--- src/hdl/regread_pkg.sv ---
package regread_pkg;

    localparam int XLEN   = 32;
    localparam int REG_AW = 5;
    localparam int UOP_W  = 4;

    // Operation classes handed to execute
    localparam logic [UOP_W-1:0] UOP_NOP  = 4'd0;
    localparam logic [UOP_W-1:0] UOP_ADD  = 4'd1;
    localparam logic [UOP_W-1:0] UOP_SUB  = 4'd2;
    localparam logic [UOP_W-1:0] UOP_AND  = 4'd3;
    localparam logic [UOP_W-1:0] UOP_OR   = 4'd4;
    localparam logic [UOP_W-1:0] UOP_ADDI = 4'd5;
    localparam logic [UOP_W-1:0] UOP_ANDI = 4'd6;
    localparam logic [UOP_W-1:0] UOP_ORI  = 4'd7;

    // 3R format, inst[31:15]
    localparam logic [16:0] OPC_ADD_W = 17'h00020;
    localparam logic [16:0] OPC_SUB_W = 17'h00022;
    localparam logic [16:0] OPC_AND   = 17'h00029;
    localparam logic [16:0] OPC_OR    = 17'h0002a;

    // 2RI12 format, inst[31:22]
    localparam logic [9:0] OPC_ADDI_W = 10'h00a;
    localparam logic [9:0] OPC_ANDI   = 10'h00d;
    localparam logic [9:0] OPC_ORI    = 10'h00e;

    typedef union packed {
        struct packed {
            logic [16:0]       opcode;
            logic [REG_AW-1:0] rk;
            logic [REG_AW-1:0] rj;
            logic [REG_AW-1:0] rd;
        } r3;
        struct packed {
            logic [9:0]        opcode;
            logic [11:0]       imm12;
            logic [REG_AW-1:0] rj;
            logic [REG_AW-1:0] rd;
        } ri12;
    } inst_word_u;

endpackage

--- src/hdl/inst_field_decode.sv ---
module inst_field_decode import regread_pkg::*; (
    input  logic [XLEN-1:0]   inst,
    output logic [REG_AW-1:0] rj,
    output logic [REG_AW-1:0] rk,
    output logic [REG_AW-1:0] rd,
    output logic [XLEN-1:0]   imm,
    output logic [UOP_W-1:0]  uop,
    output logic              rd_we
);

    inst_word_u w;
    logic       is_r3;

    assign w = inst;

    always_comb begin
        rj    = '0;
        rk    = '0;
        rd    = '0;
        imm   = '0;
        uop   = UOP_NOP;
        is_r3 = 1'b1;
        case (w.r3.opcode)
            OPC_ADD_W: uop = UOP_ADD;
            OPC_SUB_W: uop = UOP_SUB;
            OPC_AND:   uop = UOP_AND;
            OPC_OR:    uop = UOP_OR;
            default: begin
                is_r3 = 1'b0;
                case (w.ri12.opcode)
                    OPC_ADDI_W: begin
                        uop = UOP_ADDI;
                        imm = {{(XLEN-12){w.ri12.imm12[11]}}, w.ri12.imm12};
                    end
                    OPC_ANDI: begin
                        uop = UOP_ANDI;
                        imm = {{(XLEN-12){1'b0}}, w.ri12.imm12}; // Logical ops zero-extend
                    end
                    OPC_ORI: begin
                        uop = UOP_ORI;
                        imm = {{(XLEN-12){1'b0}}, w.ri12.imm12};
                    end
                    default: ;
                endcase
            end
        endcase

        if (is_r3) begin
            rj = w.r3.rj;
            rk = w.r3.rk;
            rd = w.r3.rd;
        end else if (uop != UOP_NOP) begin
            rj = w.ri12.rj;
            rd = w.ri12.rd;
        end
    end

    assign rd_we = (uop != UOP_NOP) && (rd != '0);

endmodule

--- config.mk ---
export PLATFORM = sky130hd
export DESIGN_NAME = inst_field_decode
export DESIGN_NICKNAME = d
export VERILOG_FILES = /design/src/hdl/regread_pkg.sv /design/src/hdl/inst_field_decode.sv
export SDC_FILE = /design/constraint.sdc
export NUM_CORES = 1
export LEC_CHECK = 0
export CAP_MARGIN = 10
export CORE_AREA = 2 2 39 41
export DETAILED_ROUTE_END_ITERATION = 10
export DIE_AREA = 0 0 41 43
export DONT_BUFFER_PORTS = 1
export PLACE_DENSITY = 0.64
export SETUP_SLACK_MARGIN = 0.15
export SLEW_MARGIN = 20
export SYNTH_ARGS = -nofsm -noshare
export SYNTH_HDL_FRONTEND = slang
export SYNTH_SLANG_ARGS = --single-unit
--- constraint.sdc ---
create_clock -name vclk -period 2.4
set_clock_uncertainty 0.05 [all_clocks]
set_input_delay 0.12 -clock vclk [all_inputs]
set_output_delay 0.12 -clock vclk [all_outputs]
set_load 0.1 [all_outputs]
==> impl_results.md, run 1 <==
- Status: finished clean
- DRC Markers: 0
- Largest family of logic cells by synthesized area: simple AND/OR/NAND/NOR gates
- Multi-input gate area: 442.9 µm²
- FFs & Latches: 0
- Synth-to-Final Area Change: 118.4%
- Slew @ Worst Pin: about 550 ps
- DR WL/cell: about 17 µm
- P_leak: 0.5745 nW
- 1st-iter DRT viols: 5
- Adder-cell share of the synthesized area: 0%
- Fmax: ~500 MHz
- GRT overflow: 0
- Layout Cells excl Fill: 128
- Antenna cells: 0
- Xor-xnor portion of the synthesized cell area: 4.884%
- Final TNS setup: 0 ps
- Max-Cap Viols: 0
- Layout cell share with drive strength beyond 1: 55.36%
- Register area share after synthesis: 0%
- P_sw: 0.00002954 W
- Unrepaired setup endpoints after global routing: no
- Post CTS Setup Buffer Count: 0
- IO Pins: 84
- Post-Route WL: 2.198 mm
- Peak supply drop: 30.68 µV
- Clock power share: 0%
- Post-synthesis simple-gate area fraction: 54.88%
- Clkbuf count: 0
- Dpl cells: about 130
- Via count: ~700
- HPWL after DPL: around 2.0 mm
- Synth warn: 0
- Power Density: 36.95 nW/µm²
- Synth top area share: 27.91%
- Die height: 43 µm
- Leading area contributor after synthesis: buf_4
- Multiplexer share of the synthesized area: 0%
- Port Buf Inserts: 0
- Initial antenna violation count: 0
- Total die area: between 1500 and 2000 µm²
- Slew headroom: 62.88%
- Synth Area in Compound Gates: 8.605%
- Crit path DAT: 1830 ps
- Hold buffer count at CTS: 0
- Reg area: 0 µm²
- Startpoint Class: input pin
- Post-route clock period utilization: 83.15%
- Number of global-route vias before repair: 648
- CP required: about 2200 ps
- Final max-slew violation count: 0
- Die width: 41 µm
- Switching part of the total: 68.04%
- Total GRT Usage: 26.10%
- Post-synth top cells: 20 x buf_4, 16 x and2_1, 11 x and3_1, 7 x nor2_1, 3 x a21oi_1
- Routed vias/inst: 5.391
- Post-Synthesis Cells: 85
- Pin count of the biggest net entering global routing: 13
- CP Class: in2out
- Initial core utilization: 38.88%
- Net Count, Synth: between 100 and 150
- Internal power: roughly 0.000014 W
- Worst-path fanout max: 11
- Final Critical Period: 1996 ps
- DR pass1 iterations: 4
- Syn Area/Cell: 6.330 µm²
- Logic gate share of total power: 100.0%
- Post-Syn Area: 538.0 µm²
- First-pass GRT wire length: 3.243 mm
- GPL Wtd Cong: 0.7473
- Fin Hold WS: 492.1 ps
- DRT antenna net count: 0
- Rows: 14
- Setup crit end kind: primary output
- CTS resizes: 0
- Worst min-delay path class: in2out
- Most common cell in the netlist: buf_4
- Core Box Area: 1384 µm²
- Synth top area cells: buf_4 28%, and2_1 19%, and3_1 13%, nor2_1 4.9%, xor2_1 3.3%
- Netlist cell types: 26
- Hold Violations, Final: 0
- Endpoints failing setup: 0
- Final Net Count: 146
- Flop pwr share: 0%
- Layout filler cell count: 80
-- routing by layer --
metal / track usage, % / routed length (µm) / up-vias
li1: - / - / 322
met1: 28.89 / 701 / 317
met2: 46.88 / 1212 / 47
met3: 7.330 / 242 / 4
met4: 4.000 / 41 / 0
met5: 0 / 0 / -
-- critical path: stages --
cell,delay (ps)
nor4_1,370
nand4_1,260
o21ai_1,530
and3_1,250
buf_4,290
-- final timing paths --
check                start      end  slack, ps  cells past startpoint
hold / removal    inst[24]  imm[18]        490                      2
setup / recovery  inst[22]    rj[2]        400                      5
-- power groups by stage --
stage / Sequential [W] / Clock [W] / Combinational [W]
after floorplan: 0 / 0 / 0.0000386
after detailed placement: 0 / 0 / 0.0000434
final: 0 / 0 / 0.0000434
after global placement: 0 / 0 / 0.0000413
after CTS: 0 / 0 / 0.0000435
after global routing: 0 / 0 / 0.0000470
-- per-stage QoR --
step / util (%) / setup slack (ps) / cell area, µm² / power (W)
after floorplan: - / -176.5 / 600.6 / 0.00003855
after global placement: 84.90 / 568.9 / 1175 / 0.00004126
after detailed placement: 84.90 / 448.2 / 1175 / 0.00004338
after CTS: 84.90 / 437.4 / 1175 / 0.00004347
after global routing: 84.90 / 254.8 / 1175 / 0.00004697
final: 84.90 / 404.3 / 1175 / 0.00004342
-- layout make-up --
type | instances | share of cell area [%]
inverter | 1 | 0.3195
multi-input combinational | 61 | 37.70
tap | 16 | 1.704
timing repair buffer | 50 | 60.28
-- layout by cell type (no fill, tap or decap), types with 2 or more instances in the layout --
| cell type | synthesis | routed |
|---|---|---|
| nor2_4 | 0 | 3 |
| a21oi_2 | 0 | 2 |
| xor2_1 | 2 | 2 |
| and2_1 | 16 | 16 |
| nand2_1 | 2 | 2 |
| and3_1 | 11 | 11 |
| nor2_1 | 7 | 3 |
| buf_4 | 20 | 33 |
| buf_16 | 0 | 16 |
| or3_1 | 2 | 2 |
-- kinds of logic after synthesis --
group,Yosys count
and+or+nand+nor,50
other,1
AOI/OAI and AO/OA,7
xor gates and xnor gates,3
buffers and inverters,24
Note: power is estimated with default switching activity, not from simulation.
==> inputs of run 2 (changes only) <==
Settings changed: PLACE_DENSITY 0.64 to 0.62.
Clock period 2.4 ns to 1.9 ns, I/O delays scaled along.
==> run 2 against run 1 <==
The flow now stops in 3_5_place_dp. Synthesized cell count stayed put. Synthesized area stayed put.
==> impl_results.md, run 2 <==
- Initial core utilization: 38.88% (unchanged)
- Synth top area share: 27.91% (unchanged)
- Failed at: 3_5_place_dp
- IO Pins: 84 (unchanged)
- Synth warn: 0 (unchanged)
- Rows: 14 (unchanged)
- Leading area contributor after synthesis: buf_4 (unchanged)
- Most common cell in the netlist: buf_4 (unchanged)
- Post-Syn Area: 538.0 µm² (unchanged)
- Synth top area cells: buf_4 28%, and2_1 19%, and3_1 13%, nor2_1 4.9%, xor2_1 3.3% (unchanged)
- Status: stopped before the end (was finished clean)
- Die height: 43 µm (unchanged)
- Die width: 41 µm (unchanged)
- GPL Wtd Cong: 0.7160 (was 0.7473)
- Netlist cell types: 26 (unchanged)
- Net Count, Synth: 117 (unchanged)
- Post-synth top cells: 20 x buf_4, 16 x and2_1, 11 x and3_1, 7 x nor2_1, 3 x a21oi_1 (unchanged)
- Port Buf Inserts: 0 (unchanged)
- Syn Area/Cell: 6.330 µm² (unchanged)
- Post-Synthesis Cells: 85 (unchanged)
- Register area share after synthesis: 0% (unchanged)
- First Err: [ERROR DPL-0038] Utilization greater than 100%, impossible to legalize
==> run 2: through the flow <==
| stage | hold WS (ps) | std cells | setup slack (ps) | setup TNS (ps) |
|---|---|---|---|---|
| 2_1_floorplan | 289.9 | 85 | -626.5 | -12330 |
| 3_3_place_gp | 450.2 | 130 | 361.5 | 0 |
==> run 2: kinds of logic after synthesis <==
family | count (synthesis) | share of synthesized area, %
AO/OA/AOI/OAI | 7 | 8.604
other | 1 | 0.6970
buffers and inverters | 24 | 30.93
XOR/XNOR | 3 | 4.885
AND/OR/NAND/NOR | 50 | 54.89
==> inputs of run 3 (changes only) <==
Settings changed: CORE_AREA 2 2 39 41 to 2 2 63 65, DIE_AREA 0 0 41 43 to 0 0 65 67, PLACE_DENSITY 0.62 to not set, PLACE_DENSITY_LB_ADDON set to 0.15, SETUP_SLACK_MARGIN 0.15 to not set.
==> run 3 against run 2 <==
The run now ends clean.
==> impl_results.md, run 3 (synthesized netlist as in run 1, its figures left out) <==
- Most common cell after layout, fill and taps aside: buf_12
- Startpoint Class: input pin
- Area post-placement: 1495 µm²
- DR WL/cell: 11.88 µm
- Post-route clock period utilization: 82.72%
- Post-place setup slack: 308.5 ps
- HPWL after DPL: 1.849 mm
- First-pass GRT wire length: 3.042 mm
- Unrepaired setup endpoints after global routing: no
- 1st-iter DRT viols: 13
- Multi-input gate area: 450.4 µm²
- Core Util, Final: 41.46%
- Final TNS setup: 0 ps
- Power Density: 38.70 nW/µm²
- Max-Cap Viols: 0
- DR pass1 iterations: 3
- Highest-count cells in the layout ignoring fill and taps: 20 x buf_12, 17 x buf_16, 16 x and2_1
- Switching part of the total: 64.92%
- Status: finished clean (was stopped before the end)
- Internal power: 0.00002030 W
- Slowest CP cell: nor4_4
- Worst min-delay path class: in2out
- Layout cell share with drive strength beyond 1: a little under three fifths
- DRT antenna net count: 0
- Die width: 65 µm (was 41 µm)
- Largest delay contributor family on the critical path: buffers and inverters
- Crit path DAT: 1430 ps
- IO Pins: 84 (unchanged)
- Layout filler cell count: 348
- Slew headroom: 66.51%
- Critical Path Max Stage Delay: around 360 ps
- CP required: 1750 ps
- Clkbuf count: 0
- Total die area: 4355 µm²
- Via count: 665
- CP Cell Sequence: nor2_4 -> nand3_4 -> nor4_4 -> buf_12 -> buf_4
- Worst-path fanout max: 19
- Critical path buffers and inverters: 2
- GRT overflow: 0
- Flop pwr share: 0%
- Slew @ Worst Pin: 500.5 ps
- Total GRT Usage: approximately 8.5%
- Pin count of the biggest net entering global routing: 20
- Hold Violations, Final: 0
- Layout Cells excl Fill: 162
- FFs & Latches: 0
- P_leak: 0.6423 nW
- Setup crit end kind: primary output
- Core Box Area: 3606 µm²
- Routed vias/inst: slightly above 4
- Antenna cells: 0
- Worst Setup SP: inst[29]
- DRC Markers: 0
- Die height: 67 µm (was 43 µm)
- Synth-to-Final Area Change: 177.9%
- Endpoints failing setup: 0
- Hold buffer count at CTS: 0
- P_sw: 0.00003756 W
- Dpl cells: 162
- Initial core utilization: 14.92% (was 38.88%)
- Worst hold start: inst[12]
- Rows: 22 (was 14)
- Final max-slew violation count: 0
- CTS resizes: 0
- GPL Wtd Cong: 0.6943 (was 0.7160)
- Final Net Count: 148
- Peak supply drop: 17.16 µV
- Post CTS Setup Buffer Count: 0
- Final Critical Period: between 1500 and 2000 ps
- Final instance area: 1495 µm²
- Post-Route WL: 1.925 mm
- Fin worst setup slack: 328.3 ps
- Clock power share: 0%
- Logic gate share of total power: 100.0%
- Initial antenna violation count: 0
- Reg area: 0 µm²
- Fmax: approximately 640 MHz
- Port Buf Inserts: 0 (unchanged)
- CP Class: in2out
- Number of global-route vias before repair: 659
## run 3: metal layers
layer | track usage [%] | vias to the layer above | share of wire, %
li1 | - | 324 | -
met1 | 9.820 | 290 | 33
met2 | 15.34 | 51 | 50
met3 | 3.885 | 0 | 17
met4 | 0 | 0 | 0
met5 | 0 | - | 0
## run 3: layout make-up
type	count	share of cell area (%)
repair buffers	52	65.61
multi-input cells	61	30.13
well taps	48	4.017
inverters	1	0.2510
## run 3: worst paths after layout
check | cells past startpoint | endpoint
min | 2 | rk[2]
max | 5 | imm[19]
## run 3: power groups by stage
stage | Clock (W) | Combinational [W] | Sequential, W
floorplan | 0 | 0.0000491 | 0
global placement | 0 | 0.0000574 | 0
detailed placement | 0 | 0.0000583 | 0
CTS | 0 | 0.0000585 | 0
global route | 0 | 0.0000619 | 0
finish | 0 | 0.0000579 | 0
## run 3: through the flow
step | hold WS, ps | total power [W]
floorplan | 289.9 | 0.00004907
global placement | 451.3 | 0.00005736
detailed placement | 453.3 | 0.00005831
CTS | 453.3 | 0.00005855
global route | 456.5 | 0.00006190
finish | 452.2 | 0.00005787
==> inputs of run 4 (changes only) <==
Clock period 1.9 ns to 1.4 ns, I/O delays scaled along.
==> run 4 against run 3 <==
The run now ends with setup timing left. Via count grew 3.5%. First-iteration DRC count grew 62%. Hold slack lost 120 ps. Combinational power grew 53%. Largest cell class unchanged.
==> impl_results.md, run 4 (synthesized netlist as in run 1, its figures left out) <==
- Area post-placement: 1727 µm² (was 1495 µm²)
- CP Cell Sequence: nor4_4 -> nand4_1 -> or3_1 -> a21oi_2 -> buf_12 (was nor2_4 -> nand3_4 -> nor4_4 -> buf_12 -> buf_4)
- 1st-iter DRT viols: 21 (was 13)
- Worst Setup SP: inst[22] (was inst[29])
- Clkbuf count: 0 (unchanged)
- Status: complete, but fails checks (was finished clean)
- Die width: 65 µm (unchanged)
- Final Critical Period: between 1000 and 1500 ps
- Layout filler cell count: 320 (was 348)
- Fin Hold WS: 329.7 ps (was 452.2 ps)
- CP required: 1280 ps (was 1750 ps)
- Crit path depth: 5 (unchanged)
- DRT antenna net count: 0 (unchanged)
- DRC Markers: 0 (unchanged)
- FFs & Latches: 0 (unchanged)
- Most common cell after layout, fill and taps aside: buf_12 (unchanged)
- Unrepaired setup endpoints after global routing: yes (was no)
- Met2 usage: 21.26% (was 15.34%)
- Power Density: 50.56 nW/µm² (was 38.70 nW/µm²)
- Final Net Count: 152 (was 148)
- Slowest CP cell: or3_1 (was nor4_4)
- Endpoints failing setup: 18 (was 0)
- Multi-input gate area: 543.0 µm² (was 450.4 µm²)
- Worst min-delay path class: in2out (unchanged)
- First-pass GRT wire length: 3.491 mm (was 3.042 mm)
- P_leak: 0.6788 nW (was 0.6423 nW)
- Critical path buffers and inverters: 1 (was 2)
- Grt met3 use: 1.689% (was 3.885%)
- Reg area: 0 µm² (unchanged)
- Initial antenna violation count: 0 (unchanged)
- Total GRT Usage: 9.876% (was 8.529%)
- CP Class: in2out (unchanged)
- Peak supply drop: 31.64 µV (was 17.16 µV)
- Fin worst setup slack: -97.06 ps (was 328.3 ps)
- Final instance area: 1755 µm² (was 1495 µm²)
- Highest-count cells in the layout ignoring fill and taps: 31 x buf_12, 17 x buf_16, 10 x and2_2, 10 x and3_4, 8 x buf_4 (was 20 x buf_12, 17 x buf_16, 16 x and2_1)
- Final max-slew violation count: 0 (unchanged)
- Port Buf Inserts: 0 (unchanged)
- Crit path DAT: 1380 ps (was 1430 ps)
- Routed vias/inst: 4.145 (was 4.105)
- Post-Route WL: 2.218 mm (was 1.925 mm)
- Pin count of the biggest net entering global routing: 12 (was 20)
- Worst setup path endpoint: uop[0] (was imm[19])
- HPWL after DPL: 2.135 mm (was 1.849 mm)
- Hold Violations, Final: 0 (unchanged)
- Met1 Usage GRT: 10.31% (was 9.820%)
- DR WL/cell: 13.36 µm (was 11.88 µm)
- Setup crit end kind: primary output (unchanged)
- Startpoint Class: input pin (unchanged)
- Layout cell share with drive strength beyond 1: 81.36% (was 56.14%)
- GPL Wtd Cong: 0.6609 (was 0.6943)
- Max-Cap Viols: 0 (unchanged)
- Post-route clock period utilization: 106.9%
- Initial core utilization: 14.92% (unchanged)
- Core Box Area: 3606 µm² (unchanged)
- Fmax: 668.0 MHz
- Total die area: 4355 µm² (unchanged)
- Worst-path fanout max: 5 (was 19)
- Post-place setup slack: -226.2 ps (was 308.5 ps)
- Number of global-route vias before repair: 668 (was 659)
- Synth-to-Final Area Change: 226.3% (was 177.9%)
- GR peak layer: met2 (unchanged)
- Rows: 22 (unchanged)
- Largest delay contributor family on the critical path: simple AND/OR/NAND/NOR gates (was buffers and inverters)
- IO Pins: 84 (unchanged)
- Antenna cells: 0 (unchanged)
- Critical Path Max Stage Delay: 430 ps (was 360 ps)
- Via count: 688 (was 665)
- GRT overflow: 0 (unchanged)
- Die height: 67 µm (unchanged)
- Failing checks: setup timing
- DR pass1 iterations: 4 (was 3)
[run 4: cell types whose count changed in the layout (fill, tap and decap cells not counted), sizes merged]
cell	change
buf	+4
[run 4: through the flow]
stage               utilization (%)  instances  setup TNS, ps   power [W]
CTS                           48.51        166          -1077  0.00008916
global route                  48.68        166          -2720  0.00009455
floorplan                         -         85         -23030  0.00006868
detailed placement            47.88        165          -3449  0.00008777
finish                        48.68        166         -888.5  0.00008875
global placement              47.88        165          -2102  0.00008792
[run 4: what timing repair did]
action / 4_1_cts / 5_1_grt
pin swaps: 10 / 0
endpoints found under the setup margin: 18 / 30
setup buffers: 1 / 0
gates resized for setup: 2 / 2
hold buffers: 0 / 0
[run 4: worst min-delay path by stage]
stage / start / end / slack [ps] / depth (start not counted)
detailed placement: inst[12] / rk[2] / 310 / 1
global placement: inst[10] / rk[0] / 310 / 1
finish: inst[10] / rk[0] / 330 / 1
global route: inst[11] / rk[1] / 330 / 1
floorplan: inst[24] / imm[12] / 240 / 1
CTS: inst[12] / rk[2] / 330 / 1
[run 4: routing by layer]
layer  routed length (µm)  share of wire, %  vias to the layer above
li1                     -                 -                      334
met1                  669                30                      320
met2                 1378                62                       34
met3                  170               7.7                        0
met4                    0                 0                        0
met5                    0                 0                        -
[run 4: layout make-up]
| class | instances | area share (%) |
|---|---|---|
| multi-input cells | 61 | 30.93 |
| well taps | 48 | 3.421 |
| inverters | 1 | 0.2138 |
| repair buffers | 56 | 65.43 |
[run 4: where the power goes]
part	internal [W]	switching [W]
combinational	0.0000347	0.0000540
sequential	0	0
clock	0	0
