==> config.mk <==
export PLATFORM = sky130hd
export DESIGN_NAME = regread_stage
export DESIGN_NICKNAME = d
export VERILOG_FILES = /design/src/hdl/regread_pkg.sv /design/src/hdl/regread_stage.sv
export SDC_FILE = /design/constraint.sdc
export NUM_CORES = 1
export LEC_CHECK = 0
export BUFFER_PORTS_ARGS = -buffer_cell sky130_fd_sc_hd__buf_2
export CORE_AREA = 2 2 333 335
export DETAILED_ROUTE_END_ITERATION = 8
export DIE_AREA = 0 0 335 337
export PLACE_DENSITY_LB_ADDON = 0.08
export SYNTH_ARGS = -nofsm -noshare
export SYNTH_HDL_FRONTEND = slang
export SYNTH_SLANG_ARGS = --single-unit
==> constraint.sdc <==
create_clock -name clk -period 2.39 [get_ports clk]
set_clock_uncertainty 0.1 [all_clocks]
set_input_delay 0.5975 -clock clk [delete_from_list [all_inputs] [get_ports clk]]
set_output_delay 0.5975 -clock clk [all_outputs]
set_load 0.05 [all_outputs]
==> src/hdl/regread_pkg.sv <==
package regread_pkg;

    localparam int XLEN   = 32;
    localparam int REG_AW = 5;
    localparam int UOP_W  = 4;

    // Operation classes handed to execute
    localparam logic [UOP_W-1:0] UOP_NOP  = 4'd0;
    localparam logic [UOP_W-1:0] UOP_ADD  = 4'd1;
    localparam logic [UOP_W-1:0] UOP_SUB  = 4'd2;
    localparam logic [UOP_W-1:0] UOP_AND  = 4'd3;
    localparam logic [UOP_W-1:0] UOP_OR   = 4'd4;
    localparam logic [UOP_W-1:0] UOP_ADDI = 4'd5;
    localparam logic [UOP_W-1:0] UOP_ANDI = 4'd6;
    localparam logic [UOP_W-1:0] UOP_ORI  = 4'd7;

    // 3R format, inst[31:15]
    localparam logic [16:0] OPC_ADD_W = 17'h00020;
    localparam logic [16:0] OPC_SUB_W = 17'h00022;
    localparam logic [16:0] OPC_AND   = 17'h00029;
    localparam logic [16:0] OPC_OR    = 17'h0002a;

    // 2RI12 format, inst[31:22]
    localparam logic [9:0] OPC_ADDI_W = 10'h00a;
    localparam logic [9:0] OPC_ANDI   = 10'h00d;
    localparam logic [9:0] OPC_ORI    = 10'h00e;

    typedef union packed {
        struct packed {
            logic [16:0]       opcode;
            logic [REG_AW-1:0] rk;
            logic [REG_AW-1:0] rj;
            logic [REG_AW-1:0] rd;
        } r3;
        struct packed {
            logic [9:0]        opcode;
            logic [11:0]       imm12;
            logic [REG_AW-1:0] rj;
            logic [REG_AW-1:0] rd;
        } ri12;
    } inst_word_u;

endpackage

==> src/hdl/regread_stage.sv <==
module regread_stage import regread_pkg::*; (
    input  logic              clk,
    input  logic              rst,
    input  logic              flush,
    input  logic              id_readygo,
    input  logic              ex_allowin,
    input  logic              forward_stall,
    input  logic              hold,
    output logic              in_allowin,
    output logic              ex_readygo,
    input  logic [XLEN-1:0]   pc0,
    input  logic [XLEN-1:0]   pc1,
    input  logic [XLEN-1:0]   inst0,
    input  logic [XLEN-1:0]   inst1,
    input  logic [UOP_W-1:0]  uop0,
    input  logic [UOP_W-1:0]  uop1,
    input  logic [XLEN-1:0]   imm0,
    input  logic [XLEN-1:0]   imm1,
    input  logic [REG_AW-1:0] rj0,
    input  logic [REG_AW-1:0] rj1,
    input  logic [REG_AW-1:0] rk0,
    input  logic [REG_AW-1:0] rk1,
    input  logic [REG_AW-1:0] rd0,
    input  logic [REG_AW-1:0] rd1,
    input  logic              rd_we0,
    input  logic              rd_we1,
    input  logic [XLEN-1:0]   rj0_data,
    input  logic [XLEN-1:0]   rk0_data,
    input  logic [XLEN-1:0]   rj1_data,
    input  logic [XLEN-1:0]   rk1_data,
    input  logic              hit_j0,
    input  logic              hit_k0,
    input  logic              hit_j1,
    input  logic              hit_k1,
    input  logic [XLEN-1:0]   data_j0,
    input  logic [XLEN-1:0]   data_k0,
    input  logic [XLEN-1:0]   data_j1,
    input  logic [XLEN-1:0]   data_k1,
    output logic [XLEN-1:0]   ex_pc0,
    output logic [XLEN-1:0]   ex_pc1,
    output logic [XLEN-1:0]   ex_inst0,
    output logic [XLEN-1:0]   ex_inst1,
    output logic [UOP_W-1:0]  ex_uop0,
    output logic [UOP_W-1:0]  ex_uop1,
    output logic [XLEN-1:0]   ex_imm0,
    output logic [XLEN-1:0]   ex_imm1,
    output logic [REG_AW-1:0] ex_rj0,
    output logic [REG_AW-1:0] ex_rj1,
    output logic [REG_AW-1:0] ex_rk0,
    output logic [REG_AW-1:0] ex_rk1,
    output logic [REG_AW-1:0] ex_rd0,
    output logic [REG_AW-1:0] ex_rd1,
    output logic              ex_we0,
    output logic              ex_we1,
    output logic [XLEN-1:0]   ex_rj0_data,
    output logic [XLEN-1:0]   ex_rk0_data,
    output logic [XLEN-1:0]   ex_rj1_data,
    output logic [XLEN-1:0]   ex_rk1_data
);

    logic bubble;

    assign in_allowin = ex_allowin;
    assign ex_readygo = !forward_stall;

    // Nothing offered while execute drains
    assign bubble = !id_readygo && ex_allowin && !forward_stall;

    always_ff @(posedge clk) begin
        if (rst || flush || bubble) begin
            {ex_pc0, ex_pc1, ex_inst0, ex_inst1} <= '0;
            {ex_uop0, ex_uop1, ex_imm0, ex_imm1} <= '0;
            {ex_rj0, ex_rj1, ex_rk0, ex_rk1, ex_rd0, ex_rd1} <= '0;
            {ex_we0, ex_we1} <= '0;
            {ex_rj0_data, ex_rk0_data, ex_rj1_data, ex_rk1_data} <= '0;
        end else if (id_readygo && ex_allowin) begin
            ex_pc0      <= pc0;
            ex_pc1      <= pc1;
            ex_inst0    <= inst0;
            ex_inst1    <= inst1;
            ex_uop0     <= uop0;
            ex_uop1     <= uop1;
            ex_imm0     <= imm0;
            ex_imm1     <= imm1;
            ex_rj0      <= rj0;
            ex_rj1      <= rj1;
            ex_rk0      <= rk0;
            ex_rk1      <= rk1;
            ex_rd0      <= rd0;
            ex_rd1      <= rd1;
            ex_we0      <= rd_we0;
            ex_we1      <= rd_we1;
            ex_rj0_data <= rj0_data;
            ex_rk0_data <= rk0_data;
            ex_rj1_data <= rj1_data;
            ex_rk1_data <= rk1_data;
        end else if (hold) begin
            // Refresh stale operands from execute
            if (hit_j0) ex_rj0_data <= data_j0;
            if (hit_k0) ex_rk0_data <= data_k0;
            if (hit_j1) ex_rj1_data <= data_j1;
            if (hit_k1) ex_rk1_data <= data_k1;
        end
    end

    // A stalled pair stays put until decode offers the next one
    a_stall_keeps_pair: assert property (@(posedge clk) disable iff (rst)
        !ex_readygo && !id_readygo && !flush |=> $stable(ex_pc0) && $stable(ex_pc1))
        else $error("regread_stage: stalled pair dropped by a bubble");

    a_flush_kills: assert property (@(posedge clk) flush |=> !ex_we0 && !ex_we1)
        else $error("regread_stage: write enable survived a flush");

endmodule

==> flow_summary.ini, run 1 <==
[floorplanning]
dieArea_sq_um = 112900
coreArea_sq_um = 109600
rows = 122
start_util = 0.1272
die_y_um = 337
die_w_um = 335
ios = 861

[route]
drtIter0Drc = 504
viasPerCell = 3.787
antenna_left = 0
dr_total_vias = 15330
finalWirelength_um = 75090
wire_per_inst_um = 18.55
route.detailed.drc = 0
dr.pass1.iters = 4

[pwr]
p_switching_mw = 4.856
p_leak_nw = 9.781
pwr-share-comb = 0.144
power_density_nw_per_um2 = 762.8
power_switching_share = 0.2898
clkPwrFrac = 0.482
ir_drop_mv = 0.5147
seqPwrFrac = 0.374
total_power_mw = 16.76
p_int_mw = 11.90

[clocking]
numClockSinks = 360
clkLatencyLatePin_ps = 600
ctsResizeCount = 0
cts_setup_buffers = 0
cts_tree = done
htree_levels = 2
cts_made_buffers = 50
holdBufCountCts = 0
clock-root-buffer = clkbuf_16
path_clk_slew_ps = 60
clockBufferDepth = 3

[synthesis]
synth_compound_area_frac = 0.1983
synth.net_count = 2225
syn_area_sq_um = 13940
synth_warnings = 0
synth_top_family_by_area = simple AND/OR/NAND/NOR gates
ys_seq_area_frac = 0.5171
synth_mux_area_frac = 0
synthXorXnorAreaFrac = 0
yosys.area_share.simple = 0.2296
syn_inst = 1726
avgSynthCellArea_sq_um = 8.075
ys_ff_latch = 360
synth_cell_types = 16
synthAdderAreaFrac = 0

[sta]
holdWs_ps = 102.4
finalSetupViolCount = 0
worst_pin_slew_ps = 613.1
maxSlewHeadroom = 0.5913
hold_viol = 0
setup_tns_ps = 0
slew_viol_final = 0
post-route-period-util = 0.8683
rsz0062_at_grt = no
post-route-worst-setup-slack_ps = 314.8
timing.final.crit_period_ps = 2075
fmax_mhz = 481.9

[setup_path]
max_stage_delay_ps = 390
required_ps = 1690
worst-path-stages = 1
path_max_fanout = 2
r2r-end = ex_rj1_data[4]$_SDFFE_PP0P_
timing.critical_path.buf_inv = 1
arrival_ps = 1380
critical_path.startpoint = ex_imm1[19]$_SDFFE_PP0P_
reg2reg_depth = 2
r2r_slack_ps = 1510
crit_chain = buf_2
critPathSlowestCell = dfxtp_1
crit_family = flip-flops
worst_setup_path_start_kind = flop
rr_startpoint = ex_rj1_data[4]$_SDFFE_PP0P_
crit_end = ex_imm1[19]
endpoint_kind = output port
critPathKind = flop to output port

[cells_and_area]
most-common-layout-cells = buf_2 (860), nand2_1 (720), dfxtp_1 (360), a21oi_1 (232), nor2_1 (129)
final_area_sq_um = 21970
fin_nets = 3058
drive_gt1_frac = 0.4181
syn_to_final_growth_pct = 57.64
fillCellCount = 12550
final_common_cell = buf_2

[global_routing]
grt_pass1_wl_um = 106400
grt_pass1_vias = 15880
grt_usage = 0.1266
grt_max_degree = 72
grt_overflow_total = 0
antenna_found_initial = 50

[placed_design]
pre_cts_ws_ps = 241.9
portBuffers = 860
place.gp.congestion = 0.7796
hpwlAfterDp_um = 58170
place_area_sq_um = 20140

[outcome]
outcome = completed

[worst_hold_path]
hold_class = input port to flop

[flow_run]
max_cap_violations = 0
[cells in the mapped netlist]
| library cell | number | share of area |
|---|---|---|
| buf_4 | 7 | 0.0038 |
| a311oi_1 | 58 | 0.036 |
| a211o_1 | 1 | 0.00063 |
| buf_6 | 10 | 0.0081 |
| a21oi_1 | 232 | 0.083 |
| nor2_1 | 129 | 0.035 |
| nand2_2 | 1 | 0.00045 |
| a22o_1 | 4 | 0.0025 |
| nand2_1 | 720 | 0.19 |
| dfxtp_1 | 360 | 0.52 |
| clkbuf_1 | 46 | 0.012 |
| buf_2 | 82 | 0.029 |
| inv_1 | 1 | 0.00027 |
| a311oi_2 | 70 | 0.075 |
| buf_1 | 4 | 0.0011 |
| and2_1 | 1 | 0.00045 |
[per-stage QoR]
step / cells / utilization
after floorplan: 1726 / -
after global placement: 3933 / 0.1837
after detailed placement: 3933 / 0.1837
after CTS: 4026 / 0.2000
after global routing: 4043 / 0.2003
final: 4048 / 0.2005
[metal layers]
metal	vias up	global-route usage	part of all wire
li1	7433	-	-
met2	610	0.2214	0.49
met1	7087	0.1292	0.36
met5	-	0	0.0034
met3	152	0.05855	0.11
met4	46	0.05553	0.033
[power by group through the flow]
stage | clock network, mW | registers (mW) | logic (mW)
after floorplan | 0 | 7.01 | 0.816
after global routing | 8.68 | 6.29 | 2.63
after detailed placement | 0 | 6.40 | 2.47
final | 8.07 | 6.27 | 2.41
after CTS | 8.49 | 6.27 | 2.47
after global placement | 0 | 6.40 | 2.47
[cell type report]
cell class	instances	area, sq um	share of cell area
Tap cell	1426	1784	0.08121
Clock inverter	13	242.7	0.01105
Multi-Input combinational cell	1216	6001	0.2731
Clock buffer	80	1534	0.06982
Sequential cell	360	7207	0.3280
Timing Repair Buffer	930	5142	0.2341
Inverter	1	3.754	0.0001709
Antenna cell	22	55.05	0.002506
[registers in the layout, summed over array words and instances, names as in the netlist, 4 cells and up]
signal	cells
ex_imm0	32
ex_imm1	32
ex_inst0	32
ex_inst1	32
ex_pc0	32
ex_pc1	32
ex_rj0_data	32
ex_rj1_data	32
ex_rk0_data	32
ex_rk1_data	32
ex_rd0	5
ex_rd1	5
ex_rj0	5
ex_rj1	5
ex_rk0	5
ex_rk1	5
ex_uop0	4
ex_uop1	4
[worst min-delay path by stage]
stage	cells past startpoint	slack, ps	from	to
finish	3	100	pc0[6]	ex_pc0[6]$_SDFFE_PP0P_
global route	3	60	inst0[16]	ex_inst0[16]$_SDFFE_PP0P_
CTS	3	30	pc1[2]	ex_pc1[2]$_SDFFE_PP0P_
detailed placement	2	340	ex_pc1[2]$_SDFFE_PP0P_	ex_pc1[2]$_SDFFE_PP0P_
global placement	2	340	ex_rk0[1]$_SDFFE_PP0P_	ex_rk0[1]$_SDFFE_PP0P_
floorplan	2	570	ex_pc0[11]$_SDFFE_PP0P_	ex_pc0[11]$_SDFFE_PP0P_
[logic make-up after synthesis]
| group | Yosys count |
|---|---|
| compound gates | 365 |
| buf+inv | 150 |
| flops | 360 |
| simple gates | 851 |
Power figures use the tool's default switching activity.
==> inputs of run 2 (changes only) <==
--- a/config.mk
+++ b/config.mk
@@ -10,6 +10,7 @@
 export DETAILED_ROUTE_END_ITERATION = 8
 export DIE_AREA = 0 0 335 337
 export PLACE_DENSITY_LB_ADDON = 0.08
+export REMOVE_ABC_BUFFERS = 1
 export SYNTH_ARGS = -nofsm -noshare
 export SYNTH_HDL_FRONTEND = slang
 export SYNTH_SLANG_ARGS = --single-unit
==> run 2 against run 1 <==
  * Sequential power about the same
  * Worst hold slack improved by 3.5 ps
  * Global-route usage decreased by 0.72 points
  * Critical endpoint is now ex_rj0_data[19]
  * Sequential share of layout area increased by 0.18 points
  * Cell count decreased by 0.40%
  * Combinational power about the same
  * Register-to-register slack got worse by 80 ps
  * Clock power decreased by 6.4%
  * Highest routed layer unchanged
  * Non-clock buffer count decreased by 2
==> flow_summary.ini, run 2 (same netlist as run 1, synthesis figures left out) <==
[cells_and_area]
most-common-layout-cells = buf_2 (860), nand2_1 (720), dfxtp_1 (360), a21oi_1 (232), nor2_1 (129)
fin_cells = 4032
syn_to_final_growth_pct = 56.76
final_area_sq_um = 21850
post-route-util = 0.1993
final_common_cell = buf_2
drive_gt1_frac = 0.4153
fin_nets = 3058
fillCellCount = 12480

[placed_design]
place.gp.congestion = 0.7672
portBuffers = 860
dp.cells = 3931
place_area_sq_um = 20170
hpwlAfterDp_um = 55000

[clocking]
clkLatencyLatePin_ps = 620
cts_made_buffers = 52
path_clk_slew_ps = 60
clock-root-buffer = clkbuf_16
clockBufferDepth = 3
htree_levels = 2
numClockSinks = 360
ctsResizeCount = 0
holdBufCountCts = 0
cts_setup_buffers = 0
cts_tree = done

[sta]
finalSetupViolCount = 0
fmax_mhz = 484.4
post-route-period-util = 0.8638
rsz0062_at_grt = no
worst_pin_slew_ps = 512.9
maxSlewHeadroom = 0.6581
holdWs_ps = 105.9
slew_viol_final = 0
setup_tns_ps = 0
timing.final.crit_period_ps = 2065
hold_viol = 0

[route]
wire_per_inst_um = 17.71
viasPerCell = 3.772
route.detailed.drc = 0
dr.pass1.iters = 4
dr_total_vias = 15210
finalWirelength_um = 71410
antenna_left = 0
drtIter0Drc = 576

[setup_path]
critical_path.startpoint = ex_rj0_data[19]$_SDFFE_PP0P_
path_max_fanout = 2
critPathKind = flop to output port
worst-path-stages = 1
required_ps = 1690
max_stage_delay_ps = 450
endpoint_kind = output port
r2r_slack_ps = 1430
reg2reg_depth = 2
crit_end = ex_rj0_data[19]
crit_chain = buf_2
r2r-end = ex_rj0_data[19]$_SDFFE_PP0P_
critPathSlowestCell = dfxtp_1
rr_startpoint = ex_rj0_data[19]$_SDFFE_PP0P_
worst_setup_path_start_kind = flop
timing.critical_path.buf_inv = 1
arrival_ps = 1370
crit_family = flip-flops

[global_routing]
grt_overflow_total = 0
grtUsageMet2 = 0.2075
antenna_found_initial = 35
grt_max_degree = 75
busiest_layer = met2
met3_usage = 0.05688
grt_pass1_wl_um = 101500
grt_pass1_vias = 15460
grt_use_met1 = 0.1289
grt_usage = 0.1194

[floorplanning]
ios = 861
dieArea_sq_um = 112900
coreArea_sq_um = 109600
rows = 122
start_util = 0.1272
die_y_um = 337
die_w_um = 335

[pwr]
power_density_nw_per_um2 = 743.6
p_leak_nw = 9.729
ir_drop_mv = 0.4953

[flow_run]
max_cap_violations = 0

[outcome]
outcome = completed

[worst_hold_path]
hold_class = input port to flop
==> run 2: cell count changes in the layout (fill, tap and decap cells not counted), sizes merged <==
cell | before | now
diode | 22 | 13
clkinv | 3 | 4
inv | 4 | 1
buf | 930 | 928
bufinv | 5 | 1
clkbuf | 80 | 81
==> run 2: area by class of cell <==
| cell class | instances | area, sq um | share of cell area |
|---|---|---|---|
| Multi-Input combinational cell | 1216 | 6001 | 0.2747 |
| Timing Repair Buffer | 928 | 5177 | 0.2370 |
| Sequential cell | 360 | 7207 | 0.3299 |
| Tap cell | 1426 | 1784 | 0.08166 |
| Clock inverter | 7 | 80.08 | 0.003665 |
| Clock buffer | 81 | 1563 | 0.07153 |
| Inverter | 1 | 3.754 | 0.0001718 |
| Antenna cell | 13 | 32.53 | 0.001489 |
==> run 2: layer usage <==
metal / vias up / part of all wire
li1: 7407 / -
met1: 7065 / 0.39
met2: 575 / 0.49
met3: 121 / 0.10
met4: 42 / 0.021
met5: - / 0.0036
==> run 2: how the worst min path moves through the flow <==
| stage | from | end | cells after the start |
|---|---|---|---|
| 6_report | imm1[7] | ex_imm1[7]$_SDFFE_PP0P_ | 3 |
| 4_1_cts | imm1[7] | ex_imm1[7]$_SDFFE_PP0P_ | 3 |
| 5_1_grt | pc0[7] | ex_pc0[7]$_SDFFE_PP0P_ | 3 |
| 2_1_floorplan | ex_imm0[0]$_SDFFE_PP0P_ | ex_imm0[0]$_SDFFE_PP0P_ | 2 |
| 3_3_place_gp | ex_rd0[1]$_SDFFE_PP0P_ | ex_rd0[1]$_SDFFE_PP0P_ | 2 |
| 3_5_place_dp | ex_pc0[9]$_SDFFE_PP0P_ | ex_pc0[9]$_SDFFE_PP0P_ | 2 |
==> run 2: where the power goes <==
group / total, mW / switching, mW / internal, mW / leakage (nW)
logic: 2.42 / 1.64 / 0.784 / 6.01
registers: 6.27 / 0.0889 / 6.19 / 2.92
clock network: 7.55 / 3.00 / 4.55 / 0.797
total: 16.2 / 4.73 / 11.5 / 9.73
==> run 2: per-stage QoR <==
step	setup WS (ps)	total power, mW
after detailed placement	181.2	8.882
after global placement	173.2	8.876
after floorplan	-5044	7.880
final	325.5	16.25
after CTS	234.3	16.69
after global routing	252.9	17.08
==> inputs of run 3 (changes only) <==
--- a/config.mk
+++ b/config.mk
@@ -6,9 +6,10 @@
 export NUM_CORES = 1
 export LEC_CHECK = 0
 export BUFFER_PORTS_ARGS = -buffer_cell sky130_fd_sc_hd__buf_2
-export CORE_AREA = 2 2 333 335
+export CAP_MARGIN = 20
+export CORE_AREA = 2 2 339 341
 export DETAILED_ROUTE_END_ITERATION = 8
-export DIE_AREA = 0 0 335 337
+export DIE_AREA = 0 0 341 343
 export PLACE_DENSITY_LB_ADDON = 0.08
 export REMOVE_ABC_BUFFERS = 1
 export SYNTH_ARGS = -nofsm -noshare
==> run 3 against run 2 <==
  * Worst setup slack improved by 33 ps
  * First-iteration DRC count shrank 11%
  * Combinational power rose by 2%
  * Sequential cell count unchanged
  * Register-to-register slack gained 70 ps
  * Largest power group unchanged
  * Power decreased by 2.8%
==> flow_summary.ini, run 3 (same netlist as run 1, synthesis figures left out) <==
[cells_and_area]
final_area_sq_um = 21940
final_common_cell = buf_2
fin_nets = 3069
most-common-layout-cells = buf_2 (860), nand2_1 (720), dfxtp_1 (360), a21oi_1 (232), nor2_1 (129)
syn_to_final_growth_pct = 57.42
drive_gt1_frac = 0.4164

[clocking]
cts_setup_buffers = 0
clkLatencyLatePin_ps = 610
clock-root-buffer = clkbuf_16
numClockSinks = 360
clockBufferDepth = 3
path_clk_slew_ps = 60
ctsResizeCount = 0
cts_tree = done
cts_made_buffers = 48
holdBufCountCts = 0
htree_levels = 2

[placed_design]
place_area_sq_um = 20420
portBuffers = 860
pre_cts_ws_ps = 206.7
place.gp.congestion = 0.7980
hpwlAfterDp_um = 58140

[global_routing]
grt_pass1_wl_um = 105500
grt_max_degree = 55
grt_overflow_total = 0
grt_usage = 0.1208
grt_pass1_vias = 15570
antenna_found_initial = 49

[sta]
maxSlewHeadroom = 0.6892
post-route-worst-setup-slack_ps = 358.5
timing.final.crit_period_ps = 2031
rsz0062_at_grt = no
post-route-period-util = 0.8500
hold_viol = 0
finalSetupViolCount = 0
slew_viol_final = 0
worst_pin_slew_ps = 466.2
holdWs_ps = 118.1
fmax_mhz = 492.2

[floorplanning]
coreArea_sq_um = 113400
die_y_um = 343
rows = 124
start_util = 0.1229
dieArea_sq_um = 117000
ios = 861
die_w_um = 341

[setup_path]
max_stage_delay_ps = 410
endpoint_kind = output port
path_max_fanout = 2
critPathSlowestCell = dfxtp_1
timing.critical_path.buf_inv = 1
arrival_ps = 1330
r2r_slack_ps = 1500
worst_setup_path_start_kind = flop
required_ps = 1690
r2r-end = ex_rk0_data[31]$_SDFFE_PP0P_
reg2reg_depth = 2
crit_chain = buf_2
worst-path-stages = 1
critical_path.startpoint = ex_pc1[12]$_SDFFE_PP0P_
critPathKind = flop to output port
rr_startpoint = ex_rk0_data[31]$_SDFFE_PP0P_
crit_end = ex_pc1[12]
crit_family = flip-flops

[route]
drtIter0Drc = 512
route.detailed.drc = 0
finalWirelength_um = 74760
dr.pass1.iters = 5
antenna_left = 0
route.met2.wl_um = 36050
top_layer_used = met5
route.met3.wl_um = 7764
met1_length_um = 28980
viasPerCell = 3.688
dr_total_vias = 15230
wire_per_inst_um = 18.10

[pwr]
power_density_nw_per_um2 = 719.8
p_leak_nw = 9.737
total_power_mw = 15.79
ir_drop_mv = 0.4495

[worst_hold_path]
hold_class = input port to flop

[outcome]
outcome = completed

[flow_run]
max_cap_violations = 0
run 3: layer usage:
metal  vias to the layer above  GRT usage
met5                         -          0
met4                        50    0.03166
met3                       134    0.05762
met2                       602     0.2083
met1                      7003     0.1326
li1                       7443          -
run 3: worst min-delay path by stage:
stage	endpoint	depth (start not counted)	slack, ps	startpoint
2_1_floorplan	ex_imm0[0]$_SDFFE_PP0P_	2	580	ex_imm0[0]$_SDFFE_PP0P_
3_3_place_gp	ex_imm1[19]$_SDFFE_PP0P_	2	340	ex_imm1[19]$_SDFFE_PP0P_
3_5_place_dp	ex_inst1[8]$_SDFFE_PP0P_	2	340	ex_inst1[8]$_SDFFE_PP0P_
4_1_cts	ex_imm1[30]$_SDFFE_PP0P_	3	50	imm1[30]
5_1_grt	ex_inst0[15]$_SDFFE_PP0P_	3	70	inst0[15]
6_report	ex_inst1[8]$_SDFFE_PP0P_	3	120	inst1[8]
run 3: layout make-up:
class | instances | area (sq um)
Sequential cell | 360 | 7207
Clock inverter | 6 | 62.56
Timing Repair Buffer | 943 | 5315
Inverter | 1 | 3.754
Clock buffer | 77 | 1421
Multi-Input combinational cell | 1216 | 6001
Fill cell | 13030 | 91470
Tap cell | 1512 | 1892
Antenna cell | 15 | 37.54
run 3: power breakdown:
| group | total (mW) | internal (mW) | switching (mW) |
|---|---|---|---|
| clock network | 7.05 | 4.14 | 2.92 |
| logic | 2.47 | 0.807 | 1.66 |
| registers | 6.27 | 6.18 | 0.0890 |
| total | 15.8 | 11.1 | 4.67 |
run 3: through the flow:
step / utilization / setup TNS (ps) / std cells
after floorplan: - / -1769630 / 1577
after global placement: 0.1800 / 0 / 4032
after detailed placement: 0.1800 / 0 / 4032
after CTS: 0.1931 / 0 / 4115
after global routing: 0.1933 / 0 / 4124
final: 0.1934 / 0 / 4130
